[config.mk]
export PLATFORM = sky130hd
export DESIGN_NAME = execUnit
export DESIGN_NICKNAME = d
export VERILOG_FILES = /design/src/source/aluPkg.sv /design/src/source/execUnit.sv
export SDC_FILE = /design/constraint.sdc
export NUM_CORES = 1
export LEC_CHECK = 0
export ABC_CLOCK_PERIOD_IN_PS = 2740
export BUFFER_PORTS_ARGS = -buffer_cell sky130_fd_sc_hd__buf_2
export CORE_UTILIZATION = 36
export DETAILED_ROUTE_END_ITERATION = 16
export PLACE_DENSITY = 0.86
export SYNTH_ARGS = -nofsm -noshare
export SYNTH_HDL_FRONTEND = slang
export SYNTH_SLANG_ARGS = --single-unit
[constraint.sdc]
create_clock -name clk -period 2.74 [get_ports clk]
set_input_delay 0.137 -clock clk [delete_from_list [all_inputs] [get_ports clk]]
set_output_delay 0.137 -clock clk [all_outputs]
set_load 0.1 [all_outputs]
[src/source/aluPkg.sv]
`default_nettype none

package aluPkg;

    // Datapath sizes
    localparam int DATA_W    = 32;
    localparam int NUM_REGS  = 16;
    localparam int REG_IDX_W = 4;
    localparam int FLAG_W    = 7;
    localparam int OP_W      = 4;
    localparam int ADDR_W    = 8;

    // Opcodes
    localparam logic [OP_W-1:0] OP_INVALID = 4'b0000;
    localparam logic [OP_W-1:0] OP_ADD     = 4'b0001;
    localparam logic [OP_W-1:0] OP_SUB     = 4'b0010;
    localparam logic [OP_W-1:0] OP_MUL     = 4'b0011;
    localparam logic [OP_W-1:0] OP_DIV     = 4'b0100;
    localparam logic [OP_W-1:0] OP_PASSA   = 4'b0101;
    localparam logic [OP_W-1:0] OP_PASSB   = 4'b0110;
    localparam logic [OP_W-1:0] OP_AND     = 4'b0111;
    localparam logic [OP_W-1:0] OP_OR      = 4'b1000;
    localparam logic [OP_W-1:0] OP_SHL     = 4'b1001;
    localparam logic [OP_W-1:0] OP_SAR     = 4'b1010;
    localparam logic [OP_W-1:0] OP_CMP     = 4'b1011;
    localparam logic [OP_W-1:0] OP_NOT     = 4'b1100;
    localparam logic [OP_W-1:0] OP_ZERO    = 4'b1101;
    localparam logic [OP_W-1:0] OP_COND    = 4'b1110;
    localparam logic [OP_W-1:0] OP_NOP     = 4'b1111;

    // Flag bit positions
    localparam int FLAG_ERROR     = 0;
    localparam int FLAG_COLLISION = 1; // Reserved
    localparam int FLAG_BETWEEN   = 2; // Reserved
    localparam int FLAG_BELOW     = 3;
    localparam int FLAG_EQUAL     = 4;
    localparam int FLAG_ABOVE     = 5;
    localparam int FLAG_OVERFLOW  = 6;

    // Instruction word fields
    localparam int OPC_MSB = 31;
    localparam int OPC_LSB = 28;
    localparam int RD_MSB  = 27;
    localparam int RD_LSB  = 24;
    localparam int RS1_MSB = 23;
    localparam int RS1_LSB = 20;
    localparam int RS2_MSB = 19;
    localparam int RS2_LSB = 16;

    // Byte address map
    localparam logic [ADDR_W-1:0] ADDR_INSTR    = 8'h00;
    localparam logic [ADDR_W-1:0] ADDR_STATUS   = 8'h04;
    localparam logic [ADDR_W-1:0] ADDR_REG_BASE = 8'h40;
    localparam int                STATUS_ZERO_BIT = 8;

    // Condition operand of OP_COND
    typedef struct packed {
        logic [17:0]       reserved;
        logic [FLAG_W-1:0] expected; // Bits 13..7
        logic [FLAG_W-1:0] mask;     // Bits 6..0
    } condFields_t;

    typedef union packed {
        logic [DATA_W-1:0] data;
        condFields_t       cond;
    } condWord_u;

endpackage

`default_nettype wire

[src/source/execUnit.sv]
`timescale 1ns/1ps
`default_nettype none

module execUnit (
    input  logic                           clk,
    input  logic                           rst,
    input  logic                           issue,
    input  logic [aluPkg::DATA_W-1:0]      instr,
    input  logic [aluPkg::DATA_W-1:0]      result,
    input  logic                           zero,
    input  logic [aluPkg::FLAG_W-1:0]      flagsOut,
    output logic                           done,
    output logic [aluPkg::OP_W-1:0]        operation,
    output logic [aluPkg::REG_IDX_W-1:0]   rs1Idx,
    output logic [aluPkg::REG_IDX_W-1:0]   rs2Idx,
    output logic                           exeWe,
    output logic [aluPkg::REG_IDX_W-1:0]   exeIdx,
    output logic [aluPkg::DATA_W-1:0]      exeWdata,
    output logic [aluPkg::FLAG_W-1:0]      storedFlags,
    output logic                           zeroFlag
);
    import aluPkg::*;

    logic [DATA_W-1:0] instrQ;
    logic              busy;       // High in the execute cycle
    logic [FLAG_W-1:0] flagsQ;
    logic              zeroQ;
    logic              writesResult;
    logic              writesFlags;

    // Instruction captured on issue
    always_ff @(posedge clk) begin
        if (issue) begin
            instrQ <= instr;
        end
    end

    always_ff @(posedge clk) begin
        if (rst) begin
            busy   <= 1'b0;
            flagsQ <= '0;
            zeroQ  <= 1'b0;
        end else begin
            busy <= issue; // One execute cycle per issue
            if (busy) begin
                zeroQ <= zero; // Every instruction updates Zero
                if (writesFlags) begin
                    flagsQ <= flagsOut;
                end
            end
        end
    end

    // Fields of the latched word drive the ALU and register file
    assign operation = instrQ[OPC_MSB:OPC_LSB];
    assign exeIdx    = instrQ[RD_MSB:RD_LSB];
    assign rs1Idx    = instrQ[RS1_MSB:RS1_LSB];
    assign rs2Idx    = instrQ[RS2_MSB:RS2_LSB];

    // Compare and control operations leave the destination alone
    always_comb begin
        case (operation)
            OP_INVALID,
            OP_CMP,
            OP_ZERO,
            OP_COND,
            OP_NOP:  writesResult = 1'b0;
            default: writesResult = 1'b1;
        endcase
    end

    // ZERO, COND and NOP keep the stored flags
    assign writesFlags = (operation <= OP_NOT);

    assign exeWe       = busy & writesResult;
    assign exeWdata    = result;
    assign done        = busy;
    assign storedFlags = flagsQ;
    assign zeroFlag    = zeroQ;

endmodule

`default_nettype wire

==> results.txt <==
worst path required time -> 2.60 ns
Final period util -> 0.689
Synth area leader -> edfxtp_1
Post-Synth Simple-Gate Area -> 0.108
Crit Path Max Fanout -> 4
Syn Inst Count -> 88
fraction of the mapped netlist area in compound gates -> 0.0838
Synth Area in XOR/XNOR -> 0
synthesized net count -> 163
Slew headroom -> 0.668
fmax -> 0.530 GHz
largest family of logic cells by synthesized area -> buffers and inverters
synthesized flop and latch total -> 25
total of warnings raised by yosys -> 0
Post-CTS Setup Inserts -> 0
setup_tns -> 0 ns
RSZ-0062 raised after global routing -> false
DP Wirelength -> 1710 um
CTS Sinks -> 25
Worst setup SP type -> register
GRT Overall Usage -> 0.147
final hold vios -> 0
clock buffer depth -> 2
multiplexer share of the synthesized area -> 0.00871
Synth Area in Adders -> 0.00871
hold_buf cts -> 16
outcome -> finished, final reports clean
ys async rst share -> 0
largest net degree at the start of global routing -> 18
CTS tree -> yes
Residual DRC -> 0
HP Class -> in -> reg
leakage -> 0.596 nW
post-layout min period -> 1.89 ns
Worst IR Drop VDD -> 365 uV
Final Setup Violations -> 0
PortBufs -> 52
Worst Path Arrival -> 1.75 ns
Clock Tree Root -> clkbuf_4
number of fill cells -> 294
GRT Residual Overflow -> 0
max_cap viols -> 0
Initial Utilization -> 0.377
first-pass GRT wire length -> 3750 um
Nets -> 202
post-CTS resize count -> 0
number of synthesized flops with an enable pin -> 16
Clock Skews -> 0.00364 ns
kind of critical path -> reg -> out
Ant. Diodes -> 0
Die ar. -> 3420 um2
Avg WL per Cell -> 15.0 um
sequential fraction of the synthesis area -> 0.575
CTS Buf Count -> 3
Non-Filler Instances -> 170
worst skew pair latency -> 0.31 ns
cell row count -> 20
Avg Inst Size Synth -> 13.1 um2
Unique masters post-synth -> 16
H-tree depth -> 1
Most used DFF post-synth -> edfxtp_1
drt total wl -> 2540 um
vias in the first global route -> 817
mapped cell area -> 1150 um2
Top-Level Pins -> 133
Slew Limit Fails -> 0
initial antenna violation count -> 0
Power Density -> 632 nW/um2
largest cells by area after synthesis -> edfxtp_1 42%, buf_4 21%, dfxtp_1 16%
Worst Max-Slew Pin Slew -> 0.501 ns
Vias -> 789
Core Area -> 3050 um2
Pre-antenna DRT Iters -> 3
DP Cell Count -> 150
Final ANT Viol Nets -> 0
chip width -> 58.5 um
area grow syn2layout -> 22.4%
share of cells above drive strength 1 -> 0.524
Reg clk slew, reported paths -> 0.13 ns
RD Place Congestion -> 0.695
violation count after the first detailed-routing iteration -> 11
Crit. End Element -> output port
Synth top area share -> 0.418
Die Span Y -> 58.5 um
Via density -> 4.64
==> sequential cells by signal (all words and copies together), names as in the netlist <==
signal / count
zeroFlag: 1
done: 1
instrQ: 16
storedFlags: 7
==> power breakdown <==
part	switching (W)	internal, W
Clock	0.000103	0.0000545
Combinational	0.000230	0.0000574
Sequential	0.0000157	0.000428
Total	0.000349	0.000540
==> critical path: stages (launching register included) <==
cell,delay [ns]
edfxtp_1,0.49
maj3_1,0.40
a21oi_2,0.13
buf_2,0.43
==> layer usage <==
metal,track usage,vias up,wire length (um)
li1,-,355,-
met4,0.0816,0,51
met2,0.253,63,1250
met5,0,-,0
met1,0.135,361,814
met3,0.0879,10,431
==> logic make-up after synthesis <==
kind of cell,Yosys count
AO/OA/AOI/OAI,10
adder cells (fa/ha/maj),1
buffers and inverters,34
flip-flops,25
multiplexers,1
AND/OR/NAND/NOR,17
==> synthesized netlist by cell type, drive strengths merged (7+ instances only) <==
cell type	count
o21ai	7
buf	33
nand2b	7
nand4b	7
dfxtp	9
edfxtp	16
==> final cells by class <==
| cell class | instances | area (um2) | share of cell area |
|---|---|---|---|
| clock buffer | 3 | 22.5 | 0.0160 |
| clock inverter | 1 | 5.00 | 0.00356 |
| multi-input combinational | 29 | 244 | 0.173 |
| sequential | 25 | 661 | 0.469 |
| tap | 44 | 55.1 | 0.0391 |
| timing repair buffer | 68 | 420 | 0.299 |
==> final timing paths <==
check | slack (ns) | start | cells after the start | end
max | 0.85 | instrQ[30] | 3 | exeWe
min | 0.06 | zero | 3 | zeroFlag
max reg2reg | 1.51 | instrQ[28] | 3 | storedFlags[6]
min reg2reg | 0.48 | storedFlags[5] | 2 | storedFlags[5]
==> cell usage in the layout (no fill, tap or decap) <==
master         synthesis  final
buf_2                  1     52
dlygate4sd3_1          0     16
edfxtp_1              16     16
dfxtp_1                9      9
nand2b_1               7      7
nand4b_1               7      7
o21ai_2                7      7
clkbuf_4               0      3
maj3_1                 1      1
o41ai_1                1      1
a21oi_2                0      1
nor2b_1                1      1
o211ai_4               1      1
and2_4                 1      1
mux2i_1                1      1
nor2_1                 1      1
clkinv_2               0      1
==> per-stage QoR <==
stage | power [W] | util | setup slack, ns | area [um2] | hold WS, ns
floorplan | 0.000890 | - | 0.366 | 1150 | 0.236
global placement | 0.000718 | 0.400 | 1.21 | 1220 | 0.275
detailed placement | 0.000722 | 0.400 | 1.20 | 1220 | 0.275
CTS | 0.000896 | 0.461 | 0.834 | 1410 | 0.0586
global route | 0.000919 | 0.461 | 0.775 | 1410 | 0.0524
finish | 0.000889 | 0.461 | 0.852 | 1410 | 0.0621
(Power assumes the default switching activity.)
