==> src/source/aluPkg.sv <==
`default_nettype none

package aluPkg;

    // Datapath sizes
    localparam int DATA_W    = 32;
    localparam int NUM_REGS  = 16;
    localparam int REG_IDX_W = 4;
    localparam int FLAG_W    = 7;
    localparam int OP_W      = 4;
    localparam int ADDR_W    = 8;

    // Opcodes
    localparam logic [OP_W-1:0] OP_INVALID = 4'b0000;
    localparam logic [OP_W-1:0] OP_ADD     = 4'b0001;
    localparam logic [OP_W-1:0] OP_SUB     = 4'b0010;
    localparam logic [OP_W-1:0] OP_MUL     = 4'b0011;
    localparam logic [OP_W-1:0] OP_DIV     = 4'b0100;
    localparam logic [OP_W-1:0] OP_PASSA   = 4'b0101;
    localparam logic [OP_W-1:0] OP_PASSB   = 4'b0110;
    localparam logic [OP_W-1:0] OP_AND     = 4'b0111;
    localparam logic [OP_W-1:0] OP_OR      = 4'b1000;
    localparam logic [OP_W-1:0] OP_SHL     = 4'b1001;
    localparam logic [OP_W-1:0] OP_SAR     = 4'b1010;
    localparam logic [OP_W-1:0] OP_CMP     = 4'b1011;
    localparam logic [OP_W-1:0] OP_NOT     = 4'b1100;
    localparam logic [OP_W-1:0] OP_ZERO    = 4'b1101;
    localparam logic [OP_W-1:0] OP_COND    = 4'b1110;
    localparam logic [OP_W-1:0] OP_NOP     = 4'b1111;

    // Flag bit positions
    localparam int FLAG_ERROR     = 0;
    localparam int FLAG_COLLISION = 1; // Reserved
    localparam int FLAG_BETWEEN   = 2; // Reserved
    localparam int FLAG_BELOW     = 3;
    localparam int FLAG_EQUAL     = 4;
    localparam int FLAG_ABOVE     = 5;
    localparam int FLAG_OVERFLOW  = 6;

    // Instruction word fields
    localparam int OPC_MSB = 31;
    localparam int OPC_LSB = 28;
    localparam int RD_MSB  = 27;
    localparam int RD_LSB  = 24;
    localparam int RS1_MSB = 23;
    localparam int RS1_LSB = 20;
    localparam int RS2_MSB = 19;
    localparam int RS2_LSB = 16;

    // Byte address map
    localparam logic [ADDR_W-1:0] ADDR_INSTR    = 8'h00;
    localparam logic [ADDR_W-1:0] ADDR_STATUS   = 8'h04;
    localparam logic [ADDR_W-1:0] ADDR_REG_BASE = 8'h40;
    localparam int                STATUS_ZERO_BIT = 8;

    // Condition operand of OP_COND
    typedef struct packed {
        logic [17:0]       reserved;
        logic [FLAG_W-1:0] expected; // Bits 13..7
        logic [FLAG_W-1:0] mask;     // Bits 6..0
    } condFields_t;

    typedef union packed {
        logic [DATA_W-1:0] data;
        condFields_t       cond;
    } condWord_u;

endpackage

`default_nettype wire

==> src/source/apbHost.sv <==
`timescale 1ns/1ps
`default_nettype none

module apbHost (
    input  logic                           clk,
    input  logic                           rst,
    input  logic                           PSEL,
    input  logic                           PENABLE,
    input  logic                           PWRITE,
    input  logic [aluPkg::ADDR_W-1:0]      PADDR,
    input  logic [aluPkg::DATA_W-1:0]      PWDATA,
    output logic [aluPkg::DATA_W-1:0]      PRDATA,
    output logic                           PREADY,
    output logic                           PSLVERR,
    input  logic                           done,
    input  logic [aluPkg::DATA_W-1:0]      hostRdata,
    input  logic [aluPkg::FLAG_W-1:0]      storedFlags,
    input  logic                           zeroFlag,
    output logic                           issue,
    output logic [aluPkg::DATA_W-1:0]      instr,
    output logic                           hostWe,
    output logic [aluPkg::REG_IDX_W-1:0]   hostIdx,
    output logic [aluPkg::DATA_W-1:0]      hostWdata
);
    import aluPkg::*;

    localparam int REG_LSB = REG_IDX_W + 2; // Lowest bit above the register window

    logic              access;
    logic              isInstr;
    logic              isStatus;
    logic              isReg;
    logic              instrWr;
    logic              pending;
    logic [DATA_W-1:0] lastInstr;

    assign access   = PSEL & PENABLE; // Access phase
    assign isInstr  = (PADDR == ADDR_INSTR);
    assign isStatus = (PADDR == ADDR_STATUS);
    assign isReg    = (PADDR[ADDR_W-1:REG_LSB] == ADDR_REG_BASE[ADDR_W-1:REG_LSB]) &&
                      (PADDR[1:0] == 2'b00);

    // One instruction issue per transfer
    assign instrWr = access & PWRITE & isInstr;
    assign issue   = instrWr & ~pending;
    assign instr   = PWDATA;

    // Register writes finish in the first access cycle
    assign hostWe    = access & PWRITE & isReg;
    assign hostIdx   = PADDR[REG_LSB-1:2];
    assign hostWdata = PWDATA;

    // Only an instruction write waits until execUnit reports done
    assign PREADY  = ~instrWr | done;
    assign PSLVERR = access & (~(isInstr | isStatus | isReg) | (PWRITE & isStatus));

    always_ff @(posedge clk) begin
        if (rst) begin
            pending <= 1'b0;
        end else if (issue) begin
            pending <= 1'b1;
        end else if (done) begin
            pending <= 1'b0;
        end
    end

    always_ff @(posedge clk) begin
        if (rst) begin
            lastInstr <= '0;
        end else if (issue) begin
            lastInstr <= PWDATA; // Kept for readback
        end
    end

    always_comb begin
        PRDATA = '0;
        if (access && !PWRITE) begin
            if (isInstr) begin
                PRDATA = lastInstr;
            end else if (isStatus) begin
                PRDATA[FLAG_W-1:0]      = storedFlags;
                PRDATA[STATUS_ZERO_BIT] = zeroFlag;
            end else if (isReg) begin
                PRDATA = hostRdata;
            end
        end
    end

endmodule

`default_nettype wire

==> config.mk <==
export PLATFORM = sky130hd
export DESIGN_NAME = apbHost
export DESIGN_NICKNAME = d
export VERILOG_FILES = /design/src/source/aluPkg.sv /design/src/source/apbHost.sv
export SDC_FILE = /design/constraint.sdc
export NUM_CORES = 1
export LEC_CHECK = 0
export ABC_AREA = 1
export BUFFER_PORTS_ARGS = -buffer_cell sky130_fd_sc_hd__buf_2
export CAP_MARGIN = 20
export CORE_UTILIZATION = 34
export CTS_CLUSTER_SIZE = 8
export DETAILED_ROUTE_END_ITERATION = 10
export GPL_ROUTABILITY_DRIVEN = 0
export PLACE_DENSITY_LB_ADDON = 0.08
export SLEW_MARGIN = 20
export SYNTH_ARGS = -nofsm -noshare
export SYNTH_HDL_FRONTEND = slang
export SYNTH_SLANG_ARGS = --single-unit
==> constraint.sdc <==
create_clock -name clk -period 3.31 [get_ports clk]
set_clock_uncertainty 0.05 [all_clocks]
set_input_delay 0.662 -clock clk [delete_from_list [all_inputs] [get_ports clk]]
set_output_delay 0.662 -clock clk [all_outputs]
set_load 0.01 [all_outputs]
==> flow_results.org <==
** Synth
- The biggest area contributor in the post-synthesis netlist is sky130_fd_sc_hd__dfxtp_1.
- Of the synthesized area, sequential elements account for 22.6%.
- Post-synthesis xor/xnor area fraction :: 0%
- Portion of netlist area occupied by mux cells :: 0%
- Yosys attributes the largest share of cell area to sky130_fd_sc_hd__dfxtp_1 (23%), sky130_fd_sc_hd__buf_4 (18%), sky130_fd_sc_hd__inv_1 (14%), sky130_fd_sc_hd__nand2_1 (13%), sky130_fd_sc_hd__nand3_1 (8.7%).
- Summing the areas of all compound-gate instances in the mapped netlist gives 5.81% of the synthesized area.
- When the netlist entered floorplanning its net count stood at 593.
- Netlist Area Pre-Place :: 2930 µm²
- The synthesized netlist devotes 0% of its cell area to adder and majority cells.
- Avg Synthesized Cell Area :: 5.78 µm²
- Synthesis produced a netlist whose cell count is 507.
- Synth unique cells :: 17
- Warning count from the yosys run :: 0
- After synthesis, the largest family of logic cells by area is buffers and inverters.
- Fraction of post-synthesis cell area in the top cell type by area :: 22.6%
- Number of synthesized register bits :: 33
- Share of synthesized cell area in and, or, nand and nor gates :: 35.1%

** Die
- After floorplanning, the core was divided into 33 placement rows.
- Boundary pin count :: 190
- Die outline area :: 8990 µm²
- Measured along the x axis, the die boundary spans 94.8 µm.
- Core area :: 8260 µm²
- Initial core utilization :: 35.5%
- Y dimension of the die :: 94.8 µm

** Setup path
- By startpoint and endpoint, the worst setup path is classified as primary input to primary output.
- Worst EP required :: 2.60 ns
- Highest net fanout along the worst path :: 15
- In this run the critical register-to-register path is launched from pending$_SDFFE_PP0P_.
- Critical path launch point :: PADDR[1]
- FF-to-FF End :: lastInstr[27]$_SDFFE_PP0P_
- Data arrives at the worst endpoint at 2.16 ns.
- STA classifies the critical path endpoint as a primary output.
- Register-to-register setup slack :: 2.11 ns
- Type of origin of the critical path :: primary input
- FF-to-FF path depth :: 6

** Pwr
- Switching power as a share of total power :: 28.4%
- Portion of total power attributed to combinational logic :: 22.1%
- Dividing total power by cell area gives a power density of 255 nW/µm².
- Cell internal power was estimated by the tool at 0.648 mW.
- Worst VDD drop :: 0.000147 V
- In this run the static leakage power is 2.05 nW.
- Sequential cells burn 43.9% of the power.
- Net Switching :: 0.257 mW
- Clk network pwr share :: 34.0%

** GRT
- Wire length of the first global-routing pass :: 12.6 mm
- Combined global-route utilization of all metal layers :: 17.7%
- Maximum number of pins on one net before global-route repair :: 69
- The via count of the first global-routing pass is 2727.
- The initial antenna violation count came to 0.
- Sum of overflow across all layers after global routing :: 0

** Cells and area
- Area growth from synthesis to final layout :: 21.2%
- 0 antenna diodes ended up in the layout.
- Fin util :: 43.0%
- The library cell used most frequently in the layout, excluding fill and tap cells, is sky130_fd_sc_hd__buf_2.
- After the last flow step, the layout net total stands at 702.
- Most used cells in the layout excluding fill and tap cells :: sky130_fd_sc_hd__buf_2 (189), sky130_fd_sc_hd__inv_1 (112), sky130_fd_sc_hd__nand2_1 (104)
- Of the cells placed in the final design, the portion with a size suffix greater than 1 is 34.1%.

** Job
- MaxCap Viol Count :: 0

** Placed design
- Worst setup slack after placement :: 0.423 ns
- In this run the tool buffered the top-level ports with 189 buffer cells.
- Detailed-placement wirelength estimate :: 5.74 mm

** Detailed routing
- Remaining routing DRC violations :: 0
- Routed length per instance :: 11.4 µm
- Detailed routing inserted a total of 3196 vias.
- After detailed routing, the met3 layer carries 595 µm of wire.
- Vias per inst :: 4.43
- Iteration-0 DRC count of the detailed router :: 79
- After detailed routing, the wire length on met1 is 3.76 mm.
- Antenna-violating nets left :: 0
- Length of routed met2 wiring :: 3.77 mm
- Wire length after detailed routing :: 8.20 mm
- Uppermost routed layer :: met4
- The first TritonRoute pass finished after 4 iterations.

** Timing
- Setup violations remaining at the end of the flow were counted as 0.
- Setup ws final :: 0.434 ns
- Part of the cycle the worst path needs :: 86.9%
- Hold timing on the final database bottoms out at a slack of 0.413 ns.
- Setup total negative slack on the finished layout was measured at 0 ns.
- Pins over their slew limit :: 0
- Max-slew headroom :: 58.3%
- For the finished layout, the period the worst path requires is 2.88 ns.
- For this run, the top clock speed supported by timing is 348 MHz.
- For the pin with the worst max-slew slack, the measured transition is 0.624 ns.
- Hold violation total from the final report :: 0
- Setup repair after global routing left no endpoint under its margin.

** Clock network
- Clock tree synthesis inserted a total of 5 buffers.
- Clock-pin slew was measured on the worst setup and hold paths at 0.06 ns.
- Clock Tree Root :: sky130_fd_sc_hd__clkbuf_8
- Depth of the CTS H-tree :: 2
- The clock reaches the later pin of the worst-skew pair after 0.28 ns.
- Clock sinks :: 33
- Hold repair after CTS inserted 0 buffers.
- Post-CTS setup buffer count :: 0
- The longest clock path from root to sink contains 2 buffers.
- Cts repair resizes :: 0
- Clock tree from TritonCTS :: yes

** Min path
- The startpoint identified for the worst hold timing path is pending$_SDFFE_PP0P_.
- The path class of the tightest hold or removal check is flip-flop to flip-flop.
- End point of the most critical hold path :: pending$_SDFFE_PP0P_
- Cells on Worst Hold Path :: 2

** Outcome
- Outcome :: finished, final reports clean
[sequential cells by signal (all words and copies together), names as in the netlist]
register / flops
pending: 1
lastInstr: 32
[power by group through the flow]
stage	Clock, mW	Combinational, mW	Sequential (mW)
floorplan	0	0.140	0.406
global placement	0	0.203	0.406
detailed placement	0	0.202	0.406
CTS	0.317	0.203	0.397
global route	0.333	0.224	0.397
finish	0.307	0.200	0.397
[area by class of cell]
| class | count | area (µm²) |
|---|---|---|
| clock buffer | 7 | 86.3 |
| tap | 105 | 131 |
| sequential | 33 | 661 |
| fill | 968 | 4710 |
| timing repair buffer | 198 | 1030 |
| inverter | 115 | 432 |
| multi-input combinational | 263 | 1210 |
[synth_stat cells, drive strengths merged]
cell type / n
a21oi: 34
nand2: 104
nor2: 40
clkbuf: 13
buf: 83
nand4: 32
dfxtp: 33
inv: 113
clkinv: 2
nor3: 1
nand3: 52
[how the worst max path moves through the flow]
stage | depth (start not counted) | to
2_1_floorplan | 7 | PRDATA[22]
3_3_place_gp | 10 | PRDATA[0]
3_5_place_dp | 10 | PRDATA[8]
4_1_cts | 10 | PRDATA[8]
5_1_grt | 9 | PRDATA[0]
6_report | 9 | PRDATA[0]
[worst max-delay path, cell delays in order]
cell and delay (ns):
sky130_fd_sc_hd__buf_2 0.11, sky130_fd_sc_hd__nor2_4 0.33, sky130_fd_sc_hd__inv_1 0.07, sky130_fd_sc_hd__nor2_1 0.49, sky130_fd_sc_hd__nand3_1 0.16, sky130_fd_sc_hd__nand3_1 0.11, sky130_fd_sc_hd__nand2_1 0.05, sky130_fd_sc_hd__inv_1 0.05
sky130_fd_sc_hd__buf_2 0.12
[routing by layer]
metal	global-route usage, %	up-vias
met5	0	-
met4	3.54	0
met3	3.86	7
met2	29.7	125
met1	23.2	1378
li1	-	1686
[cell families (layout without fill, tap and decap cells)]
logic type | Yosys count | count (layout)
buf+inv | 211 | 320
flops | 33 | 33
compound gates | 34 | 34
simple gates | 229 | 229
[through the flow]
| step | area (µm²) | instances | total power [mW] |
|---|---|---|---|
| after global placement | 3450 | 713 | 0.609 |
| final | 3550 | 721 | 0.905 |
| after global routing | 3550 | 721 | 0.955 |
| after detailed placement | 3450 | 713 | 0.608 |
| after floorplan | 2930 | 507 | 0.547 |
| after CTS | 3530 | 720 | 0.917 |
No activity file was read; power rests on OpenSTA's default activity.
